File: config.mk
export PLATFORM = sky130hd
export DESIGN_NAME = copper_top
export DESIGN_NICKNAME = d
export VERILOG_FILES = /design/src/logic/copper_isa_pkg.sv /design/src/logic/copper_bus_pkg.sv /design/src/logic/copper_move_if.sv /design/src/logic/copper_ctrl_regs.sv /design/src/logic/copper_sequencer.sv /design/src/logic/copper_xr_writer.sv /design/src/logic/copper_top.sv
export VERILOG_INCLUDE_DIRS = /design/src /design/src/include
export SDC_FILE = /design/constraint.sdc
export NUM_CORES = 1
export LEC_CHECK = 0
export BUFFER_PORTS_ARGS = -buffer_cell sky130_fd_sc_hd__buf_2
export CAP_MARGIN = 20
export CORE_MARGIN = 2
export CORE_UTILIZATION = 49
export CTS_CLUSTER_DIAMETER = 100
export CTS_CLUSTER_SIZE = 14
export DETAILED_ROUTE_END_ITERATION = 12
export PLACE_DENSITY_LB_ADDON = 0.25
export SLEW_MARGIN = 10
export SYNTH_ARGS = -nofsm -noshare
export SYNTH_HDL_FRONTEND = slang
export SYNTH_SLANG_ARGS = --single-unit
File: constraint.sdc
create_clock -name clk -period 2.45 [get_ports clk]
set_clock_uncertainty 0.15 [all_clocks]
set_input_delay 0.49 -clock clk [delete_from_list [all_inputs] [get_ports clk]]
set_output_delay 0.49 -clock clk [all_outputs]
set_load 0.01 [all_outputs]
File: src/include/copper_config.svh
/*
 * Build-time constants for the display copper
 * Raster totals must match the video timing that drives h_count and v_count
 * Region bases are full 16-bit XR addresses, low bits are filled by each move
 */
`ifndef COPPER_CONFIG_SVH
`define COPPER_CONFIG_SVH

`default_nettype none

// Copper memory address and PC width, 2K words
`define COPP_PC_W 11
// XR data word width
`define COPP_DATA_W 16
// Beam counter width
`define COPP_POS_W 11

// Raster totals including blanking
`define COPP_H_TOTAL 800
`define COPP_V_TOTAL 525

// Control register number in the XR register space
`define COPP_CTRL_REG 4'h1

// Region base addresses
`define COPP_TILE_BASE 16'h4000
`define COPP_COLOR_BASE 16'h8000
`define COPP_COPPER_BASE 16'hC000

`default_nettype wire

`endif

File: src/logic/copper_isa_pkg.sv
/*
 * Copper instruction set
 * Every instruction is two 16-bit words, first word in bits 31:16
 * Opcodes not listed in opcode_t execute as a no-operation
 */
`include "copper_config.svh"
`default_nettype none

package copper_isa_pkg;

    // Top nibble of the first instruction word
    typedef enum logic [3:0] {
        WAIT  = 4'b0000,
        SKIP  = 4'b0010,
        JMP   = 4'b0100,
        MOVER = 4'b1001,
        MOVEF = 4'b1010,
        MOVEP = 4'b1011,
        MOVEC = 4'b1100
    } opcode_t;

    // WAIT, SKIP and JMP view
    // JMP takes its target from the Y field
    typedef struct packed {
        opcode_t                opcode;
        logic                   rsvd_y;
        logic [`COPP_POS_W-1:0] y;
        logic                   rsvd_x;
        logic [`COPP_POS_W-1:0] x;
        logic [1:0]             rsvd_flags;
        logic                   ignore_h;
        logic                   ignore_v;
    } pos_view_t;

    // MOVE view, the writer narrows the address field per region
    typedef struct packed {
        opcode_t                 opcode;
        logic [11:0]             addr;
        logic [`COPP_DATA_W-1:0] data;
    } move_view_t;

    typedef union packed {
        pos_view_t  pos_view;
        move_view_t move_view;
    } copper_insn_u;

endpackage

`default_nettype wire

File: src/logic/copper_bus_pkg.sv
/*
 * Copper datapath types
 * Region order follows the MOVE opcodes from MOVER to MOVEC
 */
`default_nettype none

package copper_bus_pkg;

    // Write target of a MOVE
    typedef enum logic [1:0] {
        XR_REG = 2'd0,
        TILE   = 2'd1,
        COLOR  = 2'd2,
        COPPER = 2'd3
    } region_t;

    // Sequencer states
    // INIT only runs after a restart, later fetches start from EXEC
    typedef enum logic [2:0] {
        INIT   = 3'b000,
        WAIT   = 3'b001,
        LATCH1 = 3'b010,
        LATCH2 = 3'b011,
        COMP   = 3'b101,
        EXEC   = 3'b100
    } seq_state_t;

endpackage

`default_nettype wire

File: src/logic/copper_move_if.sv
/*
 * Move request from the sequencer to the XR write port
 * A move completes on the edge where move_req and move_done are both high
 * move_done is combinational from move_req and the region busy select
 */
`include "copper_config.svh"
`default_nettype none
`timescale 1ns/100ps

interface copper_move_if;

    logic                    move_req;
    copper_bus_pkg::region_t region;
    logic [11:0]             addr_field;
    logic [`COPP_DATA_W-1:0] data;
    logic                    move_done;

    // Sequencer side
    modport seq (
        output move_req,
        output region,
        output addr_field,
        output data,
        input  move_done
    );

    // Write port side
    modport writer (
        input  move_req,
        input  region,
        input  addr_field,
        input  data,
        output move_done
    );

endinterface

`default_nettype wire

File: src/logic/copper_ctrl_regs.sv
/*
 * Copper control register and frame restart detect
 * Register format is bit 15 enable and bits 10:0 initial PC, bits 14:11 ignored
 * frame_restart_o is combinational and high for one beam position per frame
 */
`include "copper_config.svh"
`default_nettype none
`timescale 1ns/100ps

module copper_ctrl_regs (
    input  wire logic                   clk,
    input  wire logic                   copp_reset,
    input  wire logic                   reg_wr_i,
    input  wire logic [3:0]             reg_num_i,
    input  wire logic [15:0]            reg_data_i,
    input  wire logic [`COPP_POS_W-1:0] h_count_i,
    input  wire logic [`COPP_POS_W-1:0] v_count_i,
    output      logic                   copper_en_o,
    output      logic [`COPP_PC_W-1:0]  init_pc_o,
    output      logic                   frame_restart_o
);

    // Restart point, a few clocks before the last line wraps
    localparam logic [`COPP_POS_W-1:0] H_RESTART = `COPP_POS_W'(`COPP_H_TOTAL - 5);
    localparam logic [`COPP_POS_W-1:0] V_RESTART = `COPP_POS_W'(`COPP_V_TOTAL - 1);

    // Control register, new value seen by the sequencer one cycle after the write
    always_ff @(posedge clk) begin
        if (copp_reset) begin
            copper_en_o <= 1'b0;
            init_pc_o   <= '0;
        end else if (reg_wr_i && reg_num_i == `COPP_CTRL_REG) begin
            copper_en_o <= reg_data_i[15];
            init_pc_o   <= reg_data_i[`COPP_PC_W-1:0];
        end
    end

    // End of frame, restart the program at the initial PC
    assign frame_restart_o = (h_count_i == H_RESTART) && (v_count_i == V_RESTART);

endmodule

`default_nettype wire

File: src/logic/copper_sequencer.sv
/*
 * Copper fetch, compare and execute sequencer
 * Copper memory read data is expected one cycle after the read strobe
 * First instruction after INIT executes 5 cycles later, each following one 5 cycles
 * after the previous EXEC, and a WAIT with both ignore flags stalls until restart
 */
`include "copper_config.svh"
`default_nettype none
`timescale 1ns/100ps

module copper_sequencer (
    input  wire logic                    clk,
    input  wire logic                    copp_reset,
    input  wire logic                    copper_en_i,
    input  wire logic [`COPP_PC_W-1:0]   init_pc_i,
    input  wire logic                    frame_restart_i,
    input  wire logic [`COPP_POS_W-1:0]  h_count_i,
    input  wire logic [`COPP_POS_W-1:0]  v_count_i,
    input  wire logic [`COPP_DATA_W-1:0] cmem_rd_data_i,
    output      logic                    cmem_rd_en_o,
    output      logic [`COPP_PC_W-1:0]   cmem_rd_addr_o,
    copper_move_if.seq                   move
);

    copper_bus_pkg::seq_state_t state;
    copper_isa_pkg::copper_insn_u insn;

    logic [`COPP_PC_W-1:0] pc;
    logic                  rd_strobe;
    logic                  h_reached;
    logic                  v_reached;

    // EXEC decode results
    logic                    cond_met;
    logic                    is_move;
    logic                    exec_advance;
    logic                    exec_recheck;
    logic [`COPP_PC_W-1:0]   exec_pc;
    copper_bus_pkg::region_t move_region;

    // Memory address follows the PC directly
    assign cmem_rd_en_o   = rd_strobe;
    assign cmem_rd_addr_o = pc;

    // Position condition shared by WAIT and SKIP
    // An ignored axis always counts as reached
    assign cond_met = (insn.pos_view.ignore_v || v_reached) &&
                      (insn.pos_view.ignore_h || h_reached);

    always_comb begin
        exec_advance = 1'b0;
        exec_recheck = 1'b0;
        exec_pc      = pc + 1'b1;
        is_move      = 1'b0;
        move_region  = copper_bus_pkg::XR_REG;
        case (insn.pos_view.opcode)
            copper_isa_pkg::WAIT: begin
                // Both flags set means wait for the next frame restart
                if (!(insn.pos_view.ignore_h && insn.pos_view.ignore_v)) begin
                    exec_advance = cond_met;
                    exec_recheck = !cond_met;
                end
            end
            copper_isa_pkg::SKIP: begin
                // PC is on the second word, so +3 steps over one instruction
                exec_advance = 1'b1;
                exec_pc      = cond_met ? pc + 2'd3 : pc + 1'b1;
            end
            copper_isa_pkg::JMP: begin
                exec_advance = 1'b1;
                exec_pc      = insn.pos_view.y;
            end
            copper_isa_pkg::MOVER: begin
                is_move      = 1'b1;
                exec_advance = move.move_done;
            end
            copper_isa_pkg::MOVEF: begin
                is_move      = 1'b1;
                move_region  = copper_bus_pkg::TILE;
                exec_advance = move.move_done;
            end
            copper_isa_pkg::MOVEP: begin
                is_move      = 1'b1;
                move_region  = copper_bus_pkg::COLOR;
                exec_advance = move.move_done;
            end
            copper_isa_pkg::MOVEC: begin
                is_move      = 1'b1;
                move_region  = copper_bus_pkg::COPPER;
                exec_advance = move.move_done;
            end
            // Illegal opcode acts as a no-operation
            default: exec_advance = 1'b1;
        endcase
    end

    // Request only while the sequencer can retire the move in the same cycle
    assign move.move_req   = (state == copper_bus_pkg::EXEC) && is_move &&
                             copper_en_i && !frame_restart_i;
    assign move.region     = move_region;
    assign move.addr_field = insn.move_view.addr;
    assign move.data       = insn.move_view.data;

    always_ff @(posedge clk) begin
        if (copp_reset) begin
            state     <= copper_bus_pkg::INIT;
            pc        <= '0;
            rd_strobe <= 1'b0;
        end else if (frame_restart_i) begin
            // Restart wins over a disabled copper and any pending move
            state     <= copper_bus_pkg::INIT;
            pc        <= init_pc_i;
            rd_strobe <= 1'b0;
        end else if (copper_en_i) begin
            case (state)
                copper_bus_pkg::INIT: begin
                    state     <= copper_bus_pkg::WAIT;
                    rd_strobe <= 1'b1;
                end
                // First word read in flight, start the second
                copper_bus_pkg::WAIT: begin
                    state     <= copper_bus_pkg::LATCH1;
                    pc        <= pc + 1'b1;
                    rd_strobe <= 1'b1;
                end
                copper_bus_pkg::LATCH1: begin
                    state <= copper_bus_pkg::LATCH2;
                end
                copper_bus_pkg::LATCH2: begin
                    state     <= copper_bus_pkg::COMP;
                    rd_strobe <= 1'b0;
                end
                copper_bus_pkg::COMP: begin
                    state <= copper_bus_pkg::EXEC;
                end
                copper_bus_pkg::EXEC: begin
                    // Next fetch starts straight from EXEC, skipping INIT
                    if (exec_advance) begin
                        state     <= copper_bus_pkg::WAIT;
                        pc        <= exec_pc;
                        rd_strobe <= 1'b1;
                    end else if (exec_recheck) begin
                        state <= copper_bus_pkg::COMP;
                    end
                end
                default: state <= copper_bus_pkg::INIT;
            endcase
        end
    end

    // Instruction words and beam compares
    always_ff @(posedge clk) begin
        if (copper_en_i && state == copper_bus_pkg::LATCH1) begin
            insn[31:16] <= cmem_rd_data_i;
        end
        if (copper_en_i && state == copper_bus_pkg::LATCH2) begin
            insn[15:0] <= cmem_rd_data_i;
        end
        if (copper_en_i && state == copper_bus_pkg::COMP) begin
            v_reached <= v_count_i >= insn.pos_view.y;
            h_reached <= h_count_i >= insn.pos_view.x;
        end
    end

endmodule

`default_nettype wire

File: src/logic/copper_xr_writer.sv
/*
 * Shared XR write port for copper moves
 * A busy select high holds the move in the sequencer, nothing is dropped
 * Write strobe, address and data appear one cycle after the move completes
 */
`include "copper_config.svh"
`default_nettype none
`timescale 1ns/100ps

module copper_xr_writer (
    input  wire logic                    clk,
    input  wire logic                    copp_reset,
    input  wire logic                    xr_reg_busy_i,
    input  wire logic                    tile_busy_i,
    input  wire logic                    color_busy_i,
    input  wire logic                    copper_busy_i,
    copper_move_if.writer                move,
    output      logic                    xr_wr_en_o,
    output      logic [15:0]             xr_wr_addr_o,
    output      logic [`COPP_DATA_W-1:0] xr_wr_data_o
);

    localparam logic [15:0] TILE_BASE   = `COPP_TILE_BASE;
    localparam logic [15:0] COLOR_BASE  = `COPP_COLOR_BASE;
    localparam logic [15:0] COPPER_BASE = `COPP_COPPER_BASE;

    logic        busy_sel;
    logic [15:0] addr_next;

    // Busy select and full address of the requested region
    always_comb begin
        case (move.region)
            copper_bus_pkg::TILE: begin
                busy_sel  = tile_busy_i;
                addr_next = {TILE_BASE[15:12], move.addr_field[11:0]};
            end
            copper_bus_pkg::COLOR: begin
                busy_sel  = color_busy_i;
                addr_next = {COLOR_BASE[15:8], move.addr_field[7:0]};
            end
            copper_bus_pkg::COPPER: begin
                busy_sel  = copper_busy_i;
                addr_next = {COPPER_BASE[15:11], move.addr_field[10:0]};
            end
            // XR registers use an 8-bit register number
            default: begin
                busy_sel  = xr_reg_busy_i;
                addr_next = {8'h00, move.addr_field[7:0]};
            end
        endcase
    end

    // Accept in the same cycle whenever the region is free
    assign move.move_done = move.move_req && !busy_sel;

    // One-cycle strobe per completed move
    always_ff @(posedge clk) begin
        if (copp_reset) begin
            xr_wr_en_o <= 1'b0;
        end else begin
            xr_wr_en_o <= move.move_done;
        end
    end

    always_ff @(posedge clk) begin
        if (move.move_done) begin
            xr_wr_addr_o <= addr_next;
            xr_wr_data_o <= move.data;
        end
    end

endmodule

`default_nettype wire

File: src/logic/copper_top.sv
/*
 * Display copper top level
 * Copper program memory is external with a one-cycle read
 * Busy inputs are the XR region selects of competing masters
 */
`include "copper_config.svh"
`default_nettype none
`timescale 1ns/100ps

module copper_top (
    input  wire logic                    clk,
    input  wire logic                    copp_reset,
    input  wire logic                    reg_wr_i,
    input  wire logic [3:0]              reg_num_i,
    input  wire logic [15:0]             reg_data_i,
    input  wire logic [`COPP_POS_W-1:0]  h_count_i,
    input  wire logic [`COPP_POS_W-1:0]  v_count_i,
    input  wire logic [`COPP_DATA_W-1:0] cmem_rd_data_i,
    output      logic                    cmem_rd_en_o,
    output      logic [`COPP_PC_W-1:0]   cmem_rd_addr_o,
    input  wire logic                    xr_reg_busy_i,
    input  wire logic                    tile_busy_i,
    input  wire logic                    color_busy_i,
    input  wire logic                    copper_busy_i,
    output      logic                    xr_wr_en_o,
    output      logic [15:0]             xr_wr_addr_o,
    output      logic [`COPP_DATA_W-1:0] xr_wr_data_o
);

    logic                  copper_en;
    logic [`COPP_PC_W-1:0] init_pc;
    logic                  frame_restart;

    copper_move_if move_if_i ();

    // Control register and end of frame detect
    copper_ctrl_regs ctrl_regs_i (
        .clk             (clk),
        .copp_reset      (copp_reset),
        .reg_wr_i        (reg_wr_i),
        .reg_num_i       (reg_num_i),
        .reg_data_i      (reg_data_i),
        .h_count_i       (h_count_i),
        .v_count_i       (v_count_i),
        .copper_en_o     (copper_en),
        .init_pc_o       (init_pc),
        .frame_restart_o (frame_restart)
    );

    copper_sequencer sequencer_i (
        .clk             (clk),
        .copp_reset      (copp_reset),
        .copper_en_i     (copper_en),
        .init_pc_i       (init_pc),
        .frame_restart_i (frame_restart),
        .h_count_i       (h_count_i),
        .v_count_i       (v_count_i),
        .cmem_rd_data_i  (cmem_rd_data_i),
        .cmem_rd_en_o    (cmem_rd_en_o),
        .cmem_rd_addr_o  (cmem_rd_addr_o),
        .move            (move_if_i.seq)
    );

    // Shared write port toward XR registers and memories
    copper_xr_writer xr_writer_i (
        .clk           (clk),
        .copp_reset    (copp_reset),
        .xr_reg_busy_i (xr_reg_busy_i),
        .tile_busy_i   (tile_busy_i),
        .color_busy_i  (color_busy_i),
        .copper_busy_i (copper_busy_i),
        .move          (move_if_i.writer),
        .xr_wr_en_o    (xr_wr_en_o),
        .xr_wr_addr_o  (xr_wr_addr_o),
        .xr_wr_data_o  (xr_wr_data_o)
    );

endmodule

`default_nettype wire

Yosys cells after proc, flatten, opt, wreduce, memory -nomap -nowiden. Index checks and enable logic that the tools add are counted.

Bits of input ports: 65. Bits in latches: 0. Output and inout bits: 45. Bits in writable memories: 0. Logic and storage cells: 82. Memories kept: 0. Register bits: 94. ROM bits: 0.

Bitwise operators: 0. Multipliers: 0. $add $sub $neg: 2. Equality and inequality tests: 20. Mux-type cells: 19. Div/mod/pow operators: 0. Reductions and logical operators: 27. Shift operators: 0. Magnitude comparators: 2.

Operators with widths (number): 16-bit case mux with 3 select lines (1); 11-bit two-way mux (4); 11-bit case mux with 2 select lines (2); 11-bit by 10-bit equality test with 1-bit output (second input constant) (2); 11-bit greater-or-equal comparator (2); 3-bit case mux with 6 select lines (1); 4-bit equality test (second input constant) (4); 11-bit by 1-bit adder with 11-bit output (second input constant) (1); 11-bit by 2-bit adder with 11-bit output (second input constant) (1); 1-bit logical AND (11); 3-bit by 2-bit equality test with 1-bit output (second input constant) (2); 3-bit equality test (second input constant) (2); 3-bit two-way mux (2); 3-bit by 1-bit != test with 1-bit output (second input constant) (2); 1-bit case mux with 3 select lines (2); 2-bit case mux with 3 select lines (1); 3-bit AND reduction (2); 3-bit nonzero test (2); 1-bit two-way mux (5); 2-bit equality test (second input constant) (2); 4-bit by 1-bit equality test with 1-bit output (second input constant) (1); 4-bit by 2-bit equality test with 1-bit output (second input constant) (1); 4-bit by 3-bit equality test with 1-bit output (second input constant) (1); 4-bit zero test (1); 11 further kinds (15).

Longest topological paths before layout.
Depth after elaboration: 12. Mapped depth: 9.

Cells and area by module. A second synthesis with hierarchy kept.

Cells, all modules: 460. Area, all modules: 4948.5 um^2.

By module, submodules not included: copper_sequencer (sequential area each 1321.3 um^2, area an instance 3290.7 um^2, cells each 350, times used 1); copper_xr_writer (sequential area each 920.9 um^2, area an instance 1043.5 um^2, cells each 48, times used 1); copper_ctrl_regs (sequential area each 240.2 um^2, area an instance 614.3 um^2, cells each 62, times used 1).

Least setup slack after synthesis. No wires, ideal clock.

Path kind: reg-to-reg. Start: register sequencer_i.insn[28] in the netlist's numbering. End: register xr_writer_i.xr_wr_addr_o[0] (enable). Period minus slack after synthesis: 2.655 ns. Stages on the path, launching flop included: 7. Setup slack: -0.205 ns. Required time: 1.910 ns. Data arrival time: 2.116 ns. Cell sequence: edfxtp_1 buf_6 or3b_4 a31oi_1 and3_1 buf_6 and2_1.

Longest elaborated chain between the ends: 7. Elaborated cells on any way between the ends: 16. Classes of those cells: 7 x eq/ne; 3 x mux; 6 x reduce/logical.

Ends and longest elaborated chain: start, declared (RTL line copper_sequencer.sv:26) `copper_isa_pkg::copper_insn_u insn;`; parallel branches: the longest is 6 deep, another holds 4-bit equality test; 1-bit logical AND * (RTL line copper_xr_writer.sv:54) `assign move.move_done = move.move_req && !busy_sel;`; net move_if_i.move_done (RTL line copper_move_if.sv:16) `logic move_done;`; end signal, assigned (RTL line copper_xr_writer.sv:67) `xr_wr_addr_o <= addr_next;`; end, declared (RTL line copper_xr_writer.sv:19) `output logic [15:0] xr_wr_addr_o,`.

Mark *: on every way through the listed nets, which the timed path passes. A chain may end at the register's enable or synchronous reset.

Worst setup path in the final report.
Start: register sequencer_i.insn[30] in the netlist's numbering. End: register sequencer_i.pc[8], in the netlist sequencer_i.cmem_rd_addr_o[8].

Longest elaborated chain between the ends: 10. Elaborated cells on any way between the ends: 27. Classes of those cells: 10 x eq/ne; 9 x mux; 8 x reduce/logical.

Ends and longest elaborated chain: parallel branches: the longest is 10 deep, another holds 4-bit equality test; end signal, assigned (RTL line copper_sequencer.sv:112) `pc <= init_pc_i;`; end signal, assigned (RTL line copper_sequencer.sv:123) `pc <= pc + 1'b1;`; end signal, assigned (RTL line copper_sequencer.sv:140) `pc <= exec_pc;`; end, declared (RTL line copper_sequencer.sv:28) `` logic [`COPP_PC_W-1:0] pc; ``.

Several ways; the timed one is not identified. The select of a mux whose other input is x is not followed.

==> metrics.yaml <==
route:
  wirelength_um: 10800
  vias: 3593
  ant_nets: 0
  drc: 0
  first_pass_iters: 6
  wl_per_cell_um: 16.9
  dr.first_iter.drc_count: 131
  drt-vias-per-instance: 5.62
synthesis:
  ys.warnings.count: 0
  yosys.area.top_type_share_pct: 41.5
  synth_flop_cell: "edfxtp_1"
  synth_cell_types: 73
  synth_area_leaders: "edfxtp_1 (42%), dfxtp_1 (12%), ha_1 (6.5%)"
  ys_seq_area_share_pct: 53.6
  synth_commonest_cells: "edfxtp_1 (64), dfxtp_1 (28), inv_1 (26)"
  async_flop_share_pct: 0
  synth_top_area_cell: "edfxtp_1"
  synth_cells: 403
  synth_edf_count: 64
  synth.most_common_cell: "edfxtp_1"
  syn_avg_cell_area_um2: 11.5
  synthesis.area_um2: 4630
  ys_seq_elements: 92
floorplan:
  die-width_um: 101
  die_area_um2: 10200
  ios: 110
  die_y_um: 101
  rows: 35
  coreArea_um2: 9200
  start_util_pct: 50.3
finish:
  num-fill-cells: 778
  fin_area_um2: 5590
  nNetsFinal: 612
  seq_area_um2: 2480
  multi_input_area_um2: 1900
  diodes: 0
  drive_gt1_share_pct: 30.9
  area_growth_pct: 20.8
clocking:
  worstSkewPairLatency_ns: 0.37
  cts_hold_repair.buffers: 0
  cts_buffers: 9
  clk_path_buf_depth: 2
  post_cts_buffers: 0
  cts_tree: "done"
  cts_sinks: 92
  cts-resized-gates: 0
  clock_tree.root_cell: "clkbuf_8"
  clkTransAtPathRegs_ns: 0.09
  htree_levels: 3
setup_path:
  cpMostUsedCell: "buf_4"
  crit_path_max_fanout: 9
  startpoint: "sequencer_i.insn[30]$_DFFE_PP_"
  cpMaxStageDelayCell: "edfxtp_1"
  cpPeakStageDelay_ns: 0.42
  cp-end-kind: "register"
  rrSetupSlack_ns: 0.08
  worstSetupPathType: "reg -> reg"
  arrival_ns: 2.47
  endpoint: "sequencer_i.cmem_rd_addr_o[8]$_SDFFE_PP0P_"
  critPathRequiredTime_ns: 2.56
  worst-r2r-cell-count: 7
  r2r-end: "sequencer_i.cmem_rd_addr_o[8]$_SDFFE_PP0P_"
  r2r-start: "sequencer_i.insn[30]$_DFFE_PP_"
  cp-start-kind: "register"
  worstPathCellList: "buf_4, a211o_1, a211oi_1, or2_1, a211oi_2, buf_4, a311o_1"
grt:
  grt.busiest_layer: "met2"
  grtUsageMet1_pct: 27.9
  grt-ovfl-total: 0
  grt_pass1_vias: 3407
  grt_max_degree: 22
  grt_use_met3_pct: 3.52
  grtUsageMet2_pct: 36.1
  grt_pass1_wl_um: 17000
  antenna_found_initial: 0
  grtUsageTotal_pct: 21.6
placed_design:
  gp_congestion: 0.904
  dp_hpwl_um: 8370
  io_buffer_count: 103
  postPlaceCellArea_um2: 5380
power:
  p_switching_mw: 0.615
  p_per_area_nw_per_um2: 501
  p_comb_share_pct: 4.3
  p_seq_share_pct: 59.0
  leakagePower_nw: 2.26
  ir_drop_mv: 0.308
  pwr-share-clk_pct: 36.7
  switching_share_pct: 21.9
  p_int_mw: 2.19
min_path:
  hp-class: "in -> reg"
sta:
  slew_headroom_pct: 63.6
  min_period_ns: 2.37
  max_clock_freq_ghz: 0.422
  fin_crit_sh_pct: 96.7
  rsz0062_at_grt: "false"
  hold_viol_final: 0
  final_max_slew_viol_count: 0
  finalSetupViolCount: 0
  worstMarginPinSlew_ns: 0.545
  fin_setup_tns_ns: 0
status:
  status: "completed"
flow_run:
  drv_cap: 0
## power by group through the flow
stage / clock network [mW] / registers [mW] / logic [mW]
floorplan: 0 / 1.69 / 0.0496
global placement: 0 / 1.69 / 0.116
detailed placement: 0 / 1.69 / 0.120
CTS: 1.04 / 1.65 / 0.121
global route: 1.10 / 1.65 / 0.135
finish: 1.03 / 1.65 / 0.121
## metrics by stage
step                      total power [mW]  utilization [%]  std cells  hold WS (ns)  setup slack, ns
after floorplan                       1.74                -        404         0.250            0.104
after global placement                1.81             58.5        622         0.251           0.0863
after detailed placement              1.81             58.5        622         0.255          0.00108
after CTS                             2.82             60.7        638         0.153            0.112
after global routing                  2.89             60.8        639         0.147          0.00458
final                                 2.80             60.8        639         0.159           0.0807
## routing by layer
| layer | part of all wire (%) | vias to the layer above |
|---|---|---|
| met5 | 0 | - |
| met3 | 5.7 | 19 |
| li1 | - | 1733 |
| met4 | 2.7 | 0 |
| met1 | 44 | 1717 |
| met2 | 48 | 124 |
## area by class of cell
type | instances | area share (%)
inverters | 26 | 1.75
clock buffers | 9 | 2.22
flip-flops and latches | 92 | 44.4
multi-input cells | 258 | 33.9
repair buffers | 136 | 13.9
clock inverters | 7 | 1.34
well taps | 111 | 2.48
## worst min-delay path by stage
stage	from	to	slack (ns)	cells past startpoint
3_5_place_dp	sequencer_i.insn[15]$_DFFE_PP_	xr_writer_i.xr_wr_data_o[15]$_DFFE_PN_	0.25	0
3_3_place_gp	sequencer_i.insn[15]$_DFFE_PP_	xr_writer_i.xr_wr_data_o[15]$_DFFE_PN_	0.25	0
4_1_cts	cmem_rd_data_i[2]	sequencer_i.insn[18]$_DFFE_PP_	0.15	1
5_1_grt	cmem_rd_data_i[15]	sequencer_i.insn[15]$_DFFE_PP_	0.15	1
2_1_floorplan	sequencer_i.insn[15]$_DFFE_PP_	xr_writer_i.xr_wr_data_o[15]$_DFFE_PN_	0.25	0
6_report	cmem_rd_data_i[2]	sequencer_i.insn[18]$_DFFE_PP_	0.16	1
## state kept, by name, summed over array words and instances, names as in the netlist
register                    flops
sequencer_i.h_reached           1
sequencer_i.cmem_rd_en_o        1
sequencer_i.v_reached           1
xr_writer_i.xr_wr_en_o          1
ctrl_regs_i.init_pc_o          11
ctrl_regs_i.copper_en_o         1
sequencer_i.state               3
sequencer_i.insn               32
xr_writer_i.xr_wr_addr_o       14
xr_writer_i.xr_wr_data_o       16
sequencer_i.cmem_rd_addr_o     11
## cells in the final DEF, fill, tap and decap left out, types with 3 or more instances in the layout
cell type   netlist  routed
buf_2             8     103
edfxtp_1         64      64
buf_4             5      32
dfxtp_1          28      28
inv_1            26      26
nor2_1           24      24
ha_1             24      24
nand2_1          21      21
a21oi_1          19      19
xnor2_1          14      14
mux2i_1          14      14
o21ai_0          13      13
clkbuf_8          0       9
nand3_1           7       7
and3_1            7       7
o211ai_1          7       7
a22oi_1           6       6
and2_1            6       5
nand4_1           5       5
a31oi_1           5       5
a21o_1            5       5
nor3_1            5       5
o221ai_1          5       5
nor4b_1           4       4
a211oi_1          4       4
nor4bb_1          3       3
o21a_1            3       3
xor2_1            3       3
clkinvlp_4        0       3
## critical path, delay by kind of cell, from the launching register on
| family | cells | cell delay [ns] |
|---|---|---|
| compound gates | 4 | 1.05 |
| flops | 1 | 0.42 |
| simple gates | 1 | 0.25 |
| buf+inv | 2 | 0.38 |
## logic make-up (layout without fill, tap and decap cells)
kind of cell             after synthesis  in the layout  share of synthesized area [%]
AO/OA/AOI/OAI                         89             89                           13.4
flip-flops                            92             92                           53.6
AND/OR/NAND/NOR                      110            110                           14.2
multiplexers                          14             14                           3.03
adder cells (fa/ha/maj)               26             26                           6.92
other                                  1              2                         0.0810
XOR/XNOR                              17             17                           3.22
buffers and inverters                 54            178                           5.49
No activity file was read; power rests on OpenSTA's default activity.
